File: src/switch_pkg.sv
/*
  Data word format for the two-class switch.
  Class bit layout, the two views of a word and FIFO sizing.
*/
`default_nettype none

package switch_pkg;

  //////////////////////////////////////////////////
  // Word layout
  //////////////////////////////////////////////////
  localparam int word_w    = 10;
  localparam int payload_w = 9;

  // Class FIFO sizing
  localparam int fifo_depth = 8;
  localparam int ptr_w      = $clog2(fifo_depth);
  localparam int count_w    = $clog2(fifo_depth + 1);

  // Class bit sits on top of the payload
  typedef struct packed {
    logic                 cls;
    logic [payload_w-1:0] payload;
  } class_word_t;

  // Raw word on the wires, decoded view in the demux
  typedef union packed {
    logic [word_w-1:0] raw;
    class_word_t       fields;
  } class_word_u;

  // One-cycle drop report
  typedef struct packed {
    logic strobe;
    logic cls;
  } drop_t;

endpackage

`default_nettype wire

File: src/cfg_pkg.sv
/*
  Register map of the switch configuration block.
  Addresses, widths and the control bundle to the datapath.
*/
`default_nettype none

package cfg_pkg;

  // Register bus widths
  localparam int addr_w = 3;
  localparam int reg_w  = 8;

  //////////////////////////////////////////////////
  // Register addresses
  //////////////////////////////////////////////////
  localparam logic [addr_w-1:0] addr_thr0   = 3'd0;
  localparam logic [addr_w-1:0] addr_thr1   = 3'd1;
  localparam logic [addr_w-1:0] addr_drop0  = 3'd2;
  localparam logic [addr_w-1:0] addr_drop1  = 3'd3;
  localparam logic [addr_w-1:0] addr_status = 3'd4;

  // Almost-full level after reset
  localparam logic [switch_pkg::count_w-1:0] thr_reset = 4'd6;

  // Drop counters stop here
  localparam logic [reg_w-1:0] drop_max = 8'd255;

  // Thresholds handed to the FIFOs
  typedef struct packed {
    logic [switch_pkg::count_w-1:0] thr1;
    logic [switch_pkg::count_w-1:0] thr0;
  } switch_ctrl_t;

endpackage

`default_nettype wire

File: src/class_demux.sv
/*
  Class demultiplexer.
  Registers each offered word and steers it to the FIFO of its class,
  or drops it and reports the drop when that FIFO is almost full.
*/
`timescale 1ns/10ps
`default_nettype none

module class_demux (
  input  wire logic                    clk,
  input  wire logic                    arst_n,
  input  wire logic                    in_valid,
  input  wire switch_pkg::class_word_u in_word,
  input  wire logic                    af0,
  input  wire logic                    af1,
  output logic                         push0,
  output logic                         push1,
  output switch_pkg::class_word_u      push_word,
  output switch_pkg::drop_t            drop
);

  import switch_pkg::*;

  logic        valid_q;
  class_word_u word_q;
  logic        word_cls;
  logic        cls_af;

  //////////////////////////////////////////////////
  // Input stage
  //////////////////////////////////////////////////
  always_ff @(posedge clk or negedge arst_n) begin
    if (!arst_n) begin
      valid_q <= 1'b0;
    end else begin
      valid_q <= in_valid;
    end
  end

  always_ff @(posedge clk) begin
    if (in_valid) begin
      word_q <= in_word;
    end
  end

  //////////////////////////////////////////////////
  // Routing
  //////////////////////////////////////////////////

  // Class read through the decoded view
  assign word_cls = word_q.fields.cls;

  // Almost-full of the target FIFO
  assign cls_af = word_cls ? af1 : af0;

  always_comb begin
    push0 = valid_q && !word_cls && !cls_af;
    push1 = valid_q && word_cls && !cls_af;
  end

  // Same word goes to both FIFOs, push strobes pick one
  assign push_word = word_q;

  // Held-off word is reported and lost
  always_comb begin
    drop.strobe = valid_q && cls_af;
    drop.cls    = word_cls;
  end

endmodule

`default_nettype wire

File: src/class_fifo.sv
/*
  First-word-fall-through class FIFO.
  Head word is always visible, almost-full compares the fill count
  against a programmable threshold, an empty pop flags an error pulse.
*/
`timescale 1ns/10ps
`default_nettype none

module class_fifo (
  input  wire logic                        clk,
  input  wire logic                        arst_n,
  input  wire logic                        push,
  input  wire logic [switch_pkg::word_w-1:0]  push_word,
  input  wire logic                        pop,
  input  wire logic [switch_pkg::count_w-1:0] threshold,
  output logic [switch_pkg::word_w-1:0]       head_word,
  output logic                             empty,
  output logic                             almost_full,
  output logic                             err
);

  import switch_pkg::*;

  logic [word_w-1:0]  mem [fifo_depth];
  logic [ptr_w-1:0]   wr_ptr;
  logic [ptr_w-1:0]   rd_ptr;
  logic [count_w-1:0] fill_count;
  logic               full;
  logic               do_push;
  logic               do_pop;

  // Next slot in the ring
  function automatic logic [ptr_w-1:0] next_ptr(input logic [ptr_w-1:0] ptr);
    logic [ptr_w-1:0] result;
    if (ptr == ptr_w'(fifo_depth - 1)) begin
      result = '0;
    end else begin
      result = ptr + 1'b1;
    end
    return result;
  endfunction

  //////////////////////////////////////////////////
  // Status
  //////////////////////////////////////////////////
  assign empty = (fill_count == '0);
  assign full  = (fill_count == count_w'(fifo_depth));

  // Back-pressure level for the demux
  assign almost_full = (fill_count >= threshold);

  // Accepted operations
  assign do_push = push && !full;
  assign do_pop  = pop && !empty;

  //////////////////////////////////////////////////
  // Storage
  //////////////////////////////////////////////////
  always_ff @(posedge clk) begin
    if (do_push) begin
      mem[wr_ptr] <= push_word;
    end
  end

  // Head falls through to the output
  assign head_word = mem[rd_ptr];

  //////////////////////////////////////////////////
  // Pointers and fill count
  //////////////////////////////////////////////////
  always_ff @(posedge clk or negedge arst_n) begin
    if (!arst_n) begin
      wr_ptr <= '0;
      rd_ptr <= '0;
    end else begin
      if (do_push) begin
        wr_ptr <= next_ptr(wr_ptr);
      end
      if (do_pop) begin
        rd_ptr <= next_ptr(rd_ptr);
      end
    end
  end

  always_ff @(posedge clk or negedge arst_n) begin
    if (!arst_n) begin
      fill_count <= '0;
    end else begin
      case ({do_push, do_pop})
        2'b10: begin
          fill_count <= fill_count + 1'b1;
        end
        2'b01: begin
          fill_count <= fill_count - 1'b1;
        end
        default: begin
          // Push with pop, count unchanged
          fill_count <= fill_count;
        end
      endcase
    end
  end

  //////////////////////////////////////////////////
  // Underflow
  //////////////////////////////////////////////////

  // One-cycle pulse for a pop that found nothing
  always_ff @(posedge clk or negedge arst_n) begin
    if (!arst_n) begin
      err <= 1'b0;
    end else begin
      err <= pop && empty;
    end
  end

endmodule

`default_nettype wire

File: src/switch_cfg_regs.sv
/*
  Switch configuration registers.
  Clamped almost-full thresholds, saturating drop counters per class,
  a sticky error bit and the combinational read decode.
*/
`timescale 1ns/10ps
`default_nettype none

module switch_cfg_regs (
  input  wire logic                       clk,
  input  wire logic                       arst_n,
  input  wire logic                       cfg_wr,
  input  wire logic [cfg_pkg::addr_w-1:0] cfg_addr,
  input  wire logic [cfg_pkg::reg_w-1:0]  cfg_wdata,
  input  wire switch_pkg::drop_t          drop,
  input  wire logic                       err0,
  input  wire logic                       err1,
  output cfg_pkg::switch_ctrl_t           ctrl,
  output logic                            error,
  output logic [cfg_pkg::reg_w-1:0]       cfg_rdata
);

  import switch_pkg::*;
  import cfg_pkg::*;

  logic [count_w-1:0] thr0;
  logic [count_w-1:0] thr1;
  logic [reg_w-1:0]   drop0;
  logic [reg_w-1:0]   drop1;
  logic               status_wr;

  // Threshold kept within 1 .. fifo_depth
  function automatic logic [count_w-1:0] clamp_thr(input logic [reg_w-1:0] value);
    logic [count_w-1:0] result;
    if (value > reg_w'(fifo_depth)) begin
      result = count_w'(fifo_depth);
    end else if (value == '0) begin
      result = count_w'(1);
    end else begin
      result = value[count_w-1:0];
    end
    return result;
  endfunction

  function automatic logic [reg_w-1:0] sat_inc(input logic [reg_w-1:0] value);
    return (value == drop_max) ? value : value + 1'b1;
  endfunction

  assign status_wr = cfg_wr && (cfg_addr == addr_status);

  //////////////////////////////////////////////////
  // Thresholds
  //////////////////////////////////////////////////
  always_ff @(posedge clk or negedge arst_n) begin
    if (!arst_n) begin
      thr0 <= thr_reset;
      thr1 <= thr_reset;
    end else if (cfg_wr) begin
      if (cfg_addr == addr_thr0) begin
        thr0 <= clamp_thr(cfg_wdata);
      end
      if (cfg_addr == addr_thr1) begin
        thr1 <= clamp_thr(cfg_wdata);
      end
    end
  end

  always_comb begin
    ctrl.thr0 = thr0;
    ctrl.thr1 = thr1;
  end

  // Drop counters and sticky error
  always_ff @(posedge clk or negedge arst_n) begin
    if (!arst_n) begin
      drop0 <= '0;
      drop1 <= '0;
      error <= 1'b0;
    end else begin
      if (drop.strobe && !drop.cls) begin
        drop0 <= sat_inc(drop0);
      end
      if (drop.strobe && drop.cls) begin
        drop1 <= sat_inc(drop1);
      end
      // New underflow wins over a clear
      if (err0 || err1) begin
        error <= 1'b1;
      end else if (status_wr) begin
        error <= 1'b0;
      end
    end
  end

  //////////////////////////////////////////////////
  // Read decode
  //////////////////////////////////////////////////
  always_comb begin
    case (cfg_addr)
      addr_thr0:   cfg_rdata = reg_w'(thr0);
      addr_thr1:   cfg_rdata = reg_w'(thr1);
      addr_drop0:  cfg_rdata = drop0;
      addr_drop1:  cfg_rdata = drop1;
      addr_status: cfg_rdata = reg_w'(error);
      default:     cfg_rdata = '0;
    endcase
  end

endmodule

`default_nettype wire

File: src/class_switch.sv
/*
  Two-class switching layer, top level.
  Demux feeds one FWFT FIFO per class; a register block sets
  the thresholds, counts drops and holds the error flag.
*/
`timescale 1ns/10ps
`default_nettype none

module class_switch (
  input  wire logic                          clk,
  input  wire logic                          arst_n,
  input  wire logic                          in_valid,
  input  wire logic [switch_pkg::word_w-1:0] in_word,
  input  wire logic                          pop0,
  input  wire logic                          pop1,
  input  wire logic                          cfg_wr,
  input  wire logic [cfg_pkg::addr_w-1:0]    cfg_addr,
  input  wire logic [cfg_pkg::reg_w-1:0]     cfg_wdata,
  output logic [switch_pkg::word_w-1:0]      out0,
  output logic [switch_pkg::word_w-1:0]      out1,
  output logic                               empty0,
  output logic                               empty1,
  output logic                               error,
  output logic [cfg_pkg::reg_w-1:0]          cfg_rdata
);

  import switch_pkg::*;
  import cfg_pkg::*;

  logic         push0;
  logic         push1;
  class_word_u  push_word;
  drop_t        drop;
  logic         af0;
  logic         af1;
  logic         err0;
  logic         err1;
  switch_ctrl_t ctrl;

  //////////////////////////////////////////////////
  // Register block
  //////////////////////////////////////////////////
  switch_cfg_regs i_regs (
    .clk       (clk),
    .arst_n    (arst_n),
    .cfg_wr    (cfg_wr),
    .cfg_addr  (cfg_addr),
    .cfg_wdata (cfg_wdata),
    .drop      (drop),
    .err0      (err0),
    .err1      (err1),
    .ctrl      (ctrl),
    .error     (error),
    .cfg_rdata (cfg_rdata)
  );

  //////////////////////////////////////////////////
  // Datapath
  //////////////////////////////////////////////////
  class_demux i_demux (
    .clk       (clk),
    .arst_n    (arst_n),
    .in_valid  (in_valid),
    .in_word   (in_word),
    .af0       (af0),
    .af1       (af1),
    .push0     (push0),
    .push1     (push1),
    .push_word (push_word),
    .drop      (drop)
  );

  // Class 0
  class_fifo i_fifo0 (
    .clk         (clk),
    .arst_n      (arst_n),
    .push        (push0),
    .push_word   (push_word.raw),
    .pop         (pop0),
    .threshold   (ctrl.thr0),
    .head_word   (out0),
    .empty       (empty0),
    .almost_full (af0),
    .err         (err0)
  );

  // Class 1
  class_fifo i_fifo1 (
    .clk         (clk),
    .arst_n      (arst_n),
    .push        (push1),
    .push_word   (push_word.raw),
    .pop         (pop1),
    .threshold   (ctrl.thr1),
    .head_word   (out1),
    .empty       (empty1),
    .almost_full (af1),
    .err         (err1)
  );

endmodule

`default_nettype wire

File: config.mk
export PLATFORM = sky130hd
export DESIGN_NAME = class_switch
export DESIGN_NICKNAME = d
export VERILOG_FILES = /design/src/switch_pkg.sv /design/src/cfg_pkg.sv /design/src/class_demux.sv /design/src/class_fifo.sv /design/src/switch_cfg_regs.sv /design/src/class_switch.sv
export SDC_FILE = /design/constraint.sdc
export NUM_CORES = 1
export LEC_CHECK = 0
export ABC_AREA = 0
export BUFFER_PORTS_ARGS = -buffer_cell sky130_fd_sc_hd__buf_2
export CORE_MARGIN = 3
export CORE_UTILIZATION = 45
export DETAILED_ROUTE_END_ITERATION = 12
export PLACE_DENSITY_LB_ADDON = 0.05
export SKIP_LAST_GASP = 1
export SYNTH_ARGS = -nofsm -noshare
export SYNTH_HDL_FRONTEND = slang
export SYNTH_HIERARCHICAL = 1
export SYNTH_SLANG_ARGS = --single-unit
export TNS_END_PERCENT = 5
File: constraint.sdc
create_clock -name clk -period 3 [get_ports clk]
set_clock_uncertainty 0.05 [all_clocks]
set_input_delay 0.3 -clock clk [delete_from_list [all_inputs] [get_ports clk]]
set_output_delay 0.3 -clock clk [all_outputs]
set_load 0.02 [all_outputs]
* Word level (Yosys, flattened, before mapping)
Memories as Yosys holds them, arrays and structs flattened. Cells that the tools add are included. Widths: inputs -> output; s select.
Storage, ports and cells: flip-flop bits (word level) 58, RAM bits 160, memories 2
Operators by class: $add $sub $neg 10, $lt $le $gt $ge 3, equality and inequality tests 16, mux-type cells 16, bitwise operators 2, reductions and logical operators 32
Memory list:
- i_fifo0.mem | depth 8, width 10, rd ports 1, clocked after Yosys merged registers in 0, wr ports 1, line class_fifo.sv:24 | logic [word_w-1:0] mem [fifo_depth];
- i_fifo1.mem | depth 8, width 10, rd ports 1, clocked after Yosys merged registers in 0, wr ports 1, line class_fifo.sv:24
Operators by type and width (number):
- $pmux 8 s5 | 1
- $add 8x1->8 const B | 2
- $eq 8x8->1 const B | 2
- $pmux 4 s2 | 2
- $eq 3x3->1 const B | 5
- $logic_and 1x1->1 | 14
- $add 3x1->3 const B | 4
- $mux 3 | 4
- $add 4x1->4 const B | 2
- $eq 4x4->1 const B | 2
- $ge 4x4->1 | 2
- $gt 8x4->1 const B | 1
- $logic_not 4->1 | 2
- $logic_not 8->1 | 1
- $mux 4 | 2
- $reduce_and 2->1 | 4
- $sub 4x1->4 const B | 2
- $mux 1 | 7
- $eq 3x2->1 const B | 2
- $logic_not 1->1 | 6
- $reduce_bool 2->1 | 3
- $eq 2x1->1 const B | 2
- $eq 2x2->1 const B | 2
- $eq 3x1->1 const B | 1
- other kinds (3) | 4

* Depth between registers and ports, before layout
depth after elaboration 7, gate-level depth with buffers 16

* By module
The synthesis kept the hierarchy.
By module, submodules not included:
- class_fifo at i_fifo1 | instances 1, cells each 193, area an instance 3848.7 um2
- class_fifo at i_fifo0 | instances 1, cells each 192, area an instance 3819.9 um2
- switch_cfg_regs | instances 1, cells each 140, area an instance 1465.2 um2
- class_demux | instances 1, cells each 17, area an instance 364.1 um2

* Worst setup path before layout
Ideal clock, no wire load.
kind flip-flop to flip-flop, from register i_fifo0.fill_count[0], to memory i_fifo0.mem[0][0], enable pin, setup time 0.403 ns, arrival time 2.807 ns, data required time 2.547 ns, slack -0.261 ns, cell stages (with the launch flop) 11, path buffers 1, clock period less this slack 3.261 ns, cells stage by stage dfrtp_1 inv_1 ha_1 nand2b_1 a21o_1 a21o_1 a21o_1 nor3b_1 o41ai_1 buf_2 nor4_1
Between the ends: longest elaborated chain between the ends 7, elaborated cells between the ends (all ways) 9, classes of those cells order compare (1); eq/ne (1); mux (3); reduce/logical (4)
Ends and longest elaborated chain:
- start, declared | line class_fifo.sv:27 | logic [count_w-1:0] fill_count;
- start signal, assigned | line class_fifo.sv:91 | fill_count <= fill_count + 1'b1;
- start signal, assigned | line class_fifo.sv:94 | fill_count <= fill_count - 1'b1;
- start signal, assigned | line class_fifo.sv:98 | fill_count <= fill_count;
- $ge 4x4->1 | line class_fifo.sv:50 | assign almost_full = (fill_count >= threshold);
- net af0 | line class_switch.sv:34 | logic af0;
- $mux 1 | line class_demux.sv:54 | assign cls_af = word_cls ? af1 : af0;
- $logic_not 1->1 | line class_demux.sv:57 | push0 = valid_q && !word_cls && !cls_af;
- $logic_and 1x1->1 | line class_demux.sv:57
- net push0 | line class_switch.sv:30 | logic push0;
- $logic_and 1x1->1 | line class_fifo.sv:53 | assign do_push = push && !full;
- $mux 1 | line class_fifo.sv:60 | if (do_push) begin
- $mux 1 (implied by the code) | line class_fifo.sv:61 | mem[wr_ptr] <= push_word;
- end, declared | line class_fifo.sv:24
The timed path passes the listed nets, and every way through them passes these cells.

* Final worst setup path
from register i_regs.thr0[1], to register i_fifo0.fill_count[2]
Between the ends: longest elaborated chain between the ends 7, elaborated cells between the ends (all ways) 9, classes of those cells order compare (1); eq/ne (2); mux (2); reduce/logical (4)
Ends and longest elaborated chain:
- start, declared | line switch_cfg_regs.sv:26 | logic [count_w-1:0] thr0;
- start signal, assigned | line switch_cfg_regs.sv:56 | thr0 <= thr_reset;
- start signal, assigned | line switch_cfg_regs.sv:60 | thr0 <= clamp_thr(cfg_wdata);
- $ge 4x4->1 * | line class_fifo.sv:50
- net af0 | line class_switch.sv:34
- $mux 1 * | line class_demux.sv:54
- $logic_not 1->1 * | line class_demux.sv:57
- $logic_and 1x1->1 * | line class_demux.sv:57
- net push0 | line class_switch.sv:30
- $logic_and 1x1->1 * | line class_fifo.sv:53
- $eq 2x1->1 / $eq 2x2->1 (equally long branches) | line class_fifo.sv:89 | case ({do_push, do_pop})
- $pmux 4 s2 / $reduce_bool 2->1 (equally long branches)
The timed path passes the listed nets; every way through them passes the cells marked *. A chain may end at the register's enable or synchronous reset.

==> impl_metrics.py <==
metrics = {
    "status": {
        "status": "completed",
    },
    "yosys": {
        "synth_seq_cells": 218,
        "yosys.area.top_type_share_pct": 53.7,
        "ys.flop_type": "edfxtp_1",
        "synth_edf_count": 170,
        "syn-mean-instance-area_um2": 17.5,
        "yosys-top-cells-area": "edfxtp_1 (54%), dfrtp_1 (12%), mux4_1 (11%), mux2_2 (4.0%), ha_1 (3.2%)",
        "synth_area_leader_cell": "edfxtp_1",
        "async_reset_ff_share_pct": 22.0,
        "syn_inst": 542,
        "synth_warnings": 6,
        "syn_area_mm2": 0.00950,
        "synthesis.nets": 593,
        "seq_area_frac_synth_pct": 66.4,
        "synth_cell_types": 60,
    },
    "detailed_routing": {
        "firstDrtPassIters": 4,
        "wl_um": 18800,
        "routed-via-count": 5185,
        "via_per_inst": 5.44,
        "drtIter0Drc": 207,
        "detail-route-antenna-nets": 0,
        "drc": 0,
        "routedWlPerCell_um": 19.7,
    },
    "critical_path": {
        "cp.required_ps": 3340,
        "slowest_delay_ps": 530,
        "crit_chain": "inv_1 > ha_1 > a21o_1 > a21o_1 > a21o_1 > nor3b_2 > o41ai_2 > ha_1 > xor2_1 > ha_1 > a21oi_1 > xor2_1 > nor2_1 > xor2_1",
        "critPathLaunchType": "flip-flop",
        "path_class": "reg2reg",
        "crit_family": "compound AO/OA/AOI/OAI gates",
        "worstPathMaxFanout": 2,
        "cp_slowest_cell": "dfstp_2",
        "worst-path-buf-inv": 1,
        "worstPathArrival_ps": 3270,
        "end_kind": "flip-flop",
    },
    "layout": {
        "drive_gt1_share_pct": 29.8,
        "antenna_cells": 0,
        "fin_cells": 954,
        "area_growth_pct": 20.6,
        "layout.nets": 716,
    },
    "global_routing": {
        "grt_use_total_pct": 16.9,
        "antenna_found_initial": 0,
        "first_global_vias": 5462,
        "grt_pass1_wl_um": 29800,
        "grt_max_degree": 49,
        "grt-ovfl-total": 0,
    },
    "floorplanning": {
        "die_w_um": 151,
        "die_y_um": 151,
        "io_pins": 58,
        "fp.dieArea_mm2": 0.0229,
        "start_util_pct": 46.3,
        "num_rows": 52,
        "coreArea_mm2": 0.0205,
    },
    "hold_path": {
        "hp-class": "in2reg",
    },
    "place": {
        "placedCellCount": 888,
        "dp_hpwl_um": 12000,
        "port_buffers": 57,
        "post-place-ws_ps": -8.68,
        "finalWeightedCongestion": 0.822,
    },
    "sta": {
        "finalHoldViolCount": 0,
        "fin_crit_sh_pct": 97.9,
        "rsz0062_at_grt": "true",
        "finalSetupViolations": 0,
        "max_freq_mhz": 341,
        "tns_ps": 0,
        "fin_crit_ps": 2940,
        "slew_headroom_pct": 56.8,
        "setup_ws_ps": 63.9,
        "finalMaxSlewViolations": 0,
        "worstMarginPinSlew_ps": 648,
        "holdWs_ps": 27.8,
    },
    "power_and_ir_drop": {
        "power_mw": 10.4,
        "power.density_mw_per_mm2": 905,
        "p_leak_nw": 4.34,
        "ir_worst_vdd_mv": 0.482,
    },
    "cts": {
        "cts_root_buffer": "clkbuf_16",
        "clock_sinks": 218,
        "clkTransAtPathRegs_ps": 60,
        "clockBufferDepth": 3,
        "worstSkewPairLatency_ps": 510,
        "cts_buffers": 25,
        "htreeDepth": 1,
        "cts_tree": "built",
    },
    "job": {
        "cap_violations": 0,
    },
}
-- state kept, by name, summed over array words and instances (netlist names) --
signal and flops:
i_demux/push_word 10, i_demux/valid_q 1, i_fifo0/err 1, i_fifo0/fill_count 4
i_fifo0/mem 80, i_fifo0/rd_ptr 3, i_fifo0/wr_ptr 3, i_fifo1/err 1
i_fifo1/fill_count 4, i_fifo1/mem 80, i_fifo1/rd_ptr 3, i_fifo1/wr_ptr 3
i_regs/drop0 8, i_regs/drop1 8, i_regs/error 1, i_regs/thr0 4
i_regs/thr1 4
-- final timing paths --
kind	startpoint	to	slack, ps	cells past startpoint
max	i_regs/thr0[1]$_DFFE_PN1P_	i_fifo0/fill_count[2]$_DFFE_PN0P_	60	14
min	in_valid	i_demux/valid_q$_DFF_PN0_	30	1
max reg2reg	i_regs/thr0[1]$_DFFE_PN1P_	i_fifo0/fill_count[2]$_DFFE_PN0P_	60	14
min reg2reg	i_fifo0/err$_DFF_PN0_	i_regs/error$_DFFE_PN0P_	390	1
max in group asynchronous	arst_n	i_fifo0/rd_ptr[0]$_DFFE_PN0P_	2080	3
min in group asynchronous	arst_n	i_fifo1/fill_count[2]$_DFFE_PN0P_	370	3
-- timing repair --
action | in CTS | in global routing
endpoints found under the hold margin | 57 | 0
buffers inserted | 0 | 6
resized for setup | 2 | 4
hold buffers | 14 | 0
setup endpoints to repair | 2 | 60
gates cloned | 0 | 0
pin swaps | 1 | 4
-- final cells by class --
cell class / instances / area [um^2]
Clock inverter: 19 / 305
Sequential cell: 218 / 6310
Clock buffer: 27 / 643
Inverter: 16 / 60.1
Fill cell: 1610 / 9040
Timing Repair Buffer: 114 / 748
Tap cell: 270 / 338
Multi-Input combinational cell: 290 / 3050
-- routing by layer --
layer | up-vias | track usage (%) | wire [um]
met1 | 2638 | 23.6 | 8580
met3 | 25 | 2.57 | 636
met2 | 99 | 28.1 | 9220
li1 | 2423 | - | -
met4 | 0 | 4.31 | 362
met5 | - | 0 | 0
-- placed cells by master, fill, tap and decap left out, drive strengths merged, types with 6 or more instances in the layout --
cell         Yosys  final
xnor2            6      6
dlygate4sd3      0     14
buf             11    100
o21ai           16     16
a21o            10     10
clkbuf           7     27
nand2b          14     14
nand3            8      8
bufinv           0      8
nor2b            9      9
nor2            18     18
nand2           24     24
mux4            43     43
nor3            13     13
mux2            35     35
edfxtp         170    170
xor2             6      6
dfrtp           44     44
ha              24     24
a21oi            9      9
clkinv           0      8
inv             16     17
-- power breakdown --
part | total [mW] | internal [mW] | switching (mW)
clock network | 3.41 | 2.24 | 1.18
logic | 2.90 | 1.45 | 1.45
registers | 4.06 | 3.63 | 0.427
-- kinds of logic (layout without fill, tap and decap cells) --
| kind of cell | after synthesis | count (layout) | share of synthesized area (%) |
|---|---|---|---|
| and+or+nand+nor | 119 | 119 | 7.13 |
| buffers and inverters | 34 | 176 | 1.96 |
| muxes | 83 | 83 | 16.5 |
| AOI/OAI and AO/OA | 52 | 52 | 3.74 |
| adders and majority gates | 24 | 24 | 3.16 |
| xor gates and xnor gates | 12 | 12 | 1.11 |
| DFF | 218 | 218 | 66.4 |
-- cell usage after synthesis, types with 5 or more instances --
library cell	n
nor2b_1	9
nand3_1	8
nand2b_1	14
clkbuf_1	7
xnor2_1	6
nor3_1	13
mux4_1	40
ha_1	24
nor2_1	18
buf_6	6
inv_1	16
o21ai_0	11
xor2_1	6
nand2_1	24
edfxtp_1	170
a21o_1	10
dfrtp_1	44
a21oi_1	9
mux2i_1	5
mux2_2	34
-- through the flow --
step	utilization (%)	instance area (um^2)
4_1_cts	55.6	11400
3_5_place_dp	50.2	10300
6_report	55.9	11500
3_3_place_gp	50.2	10300
2_1_floorplan	-	9500
5_1_grt	55.9	11500
Note: power is estimated with default switching activity, not from simulation.
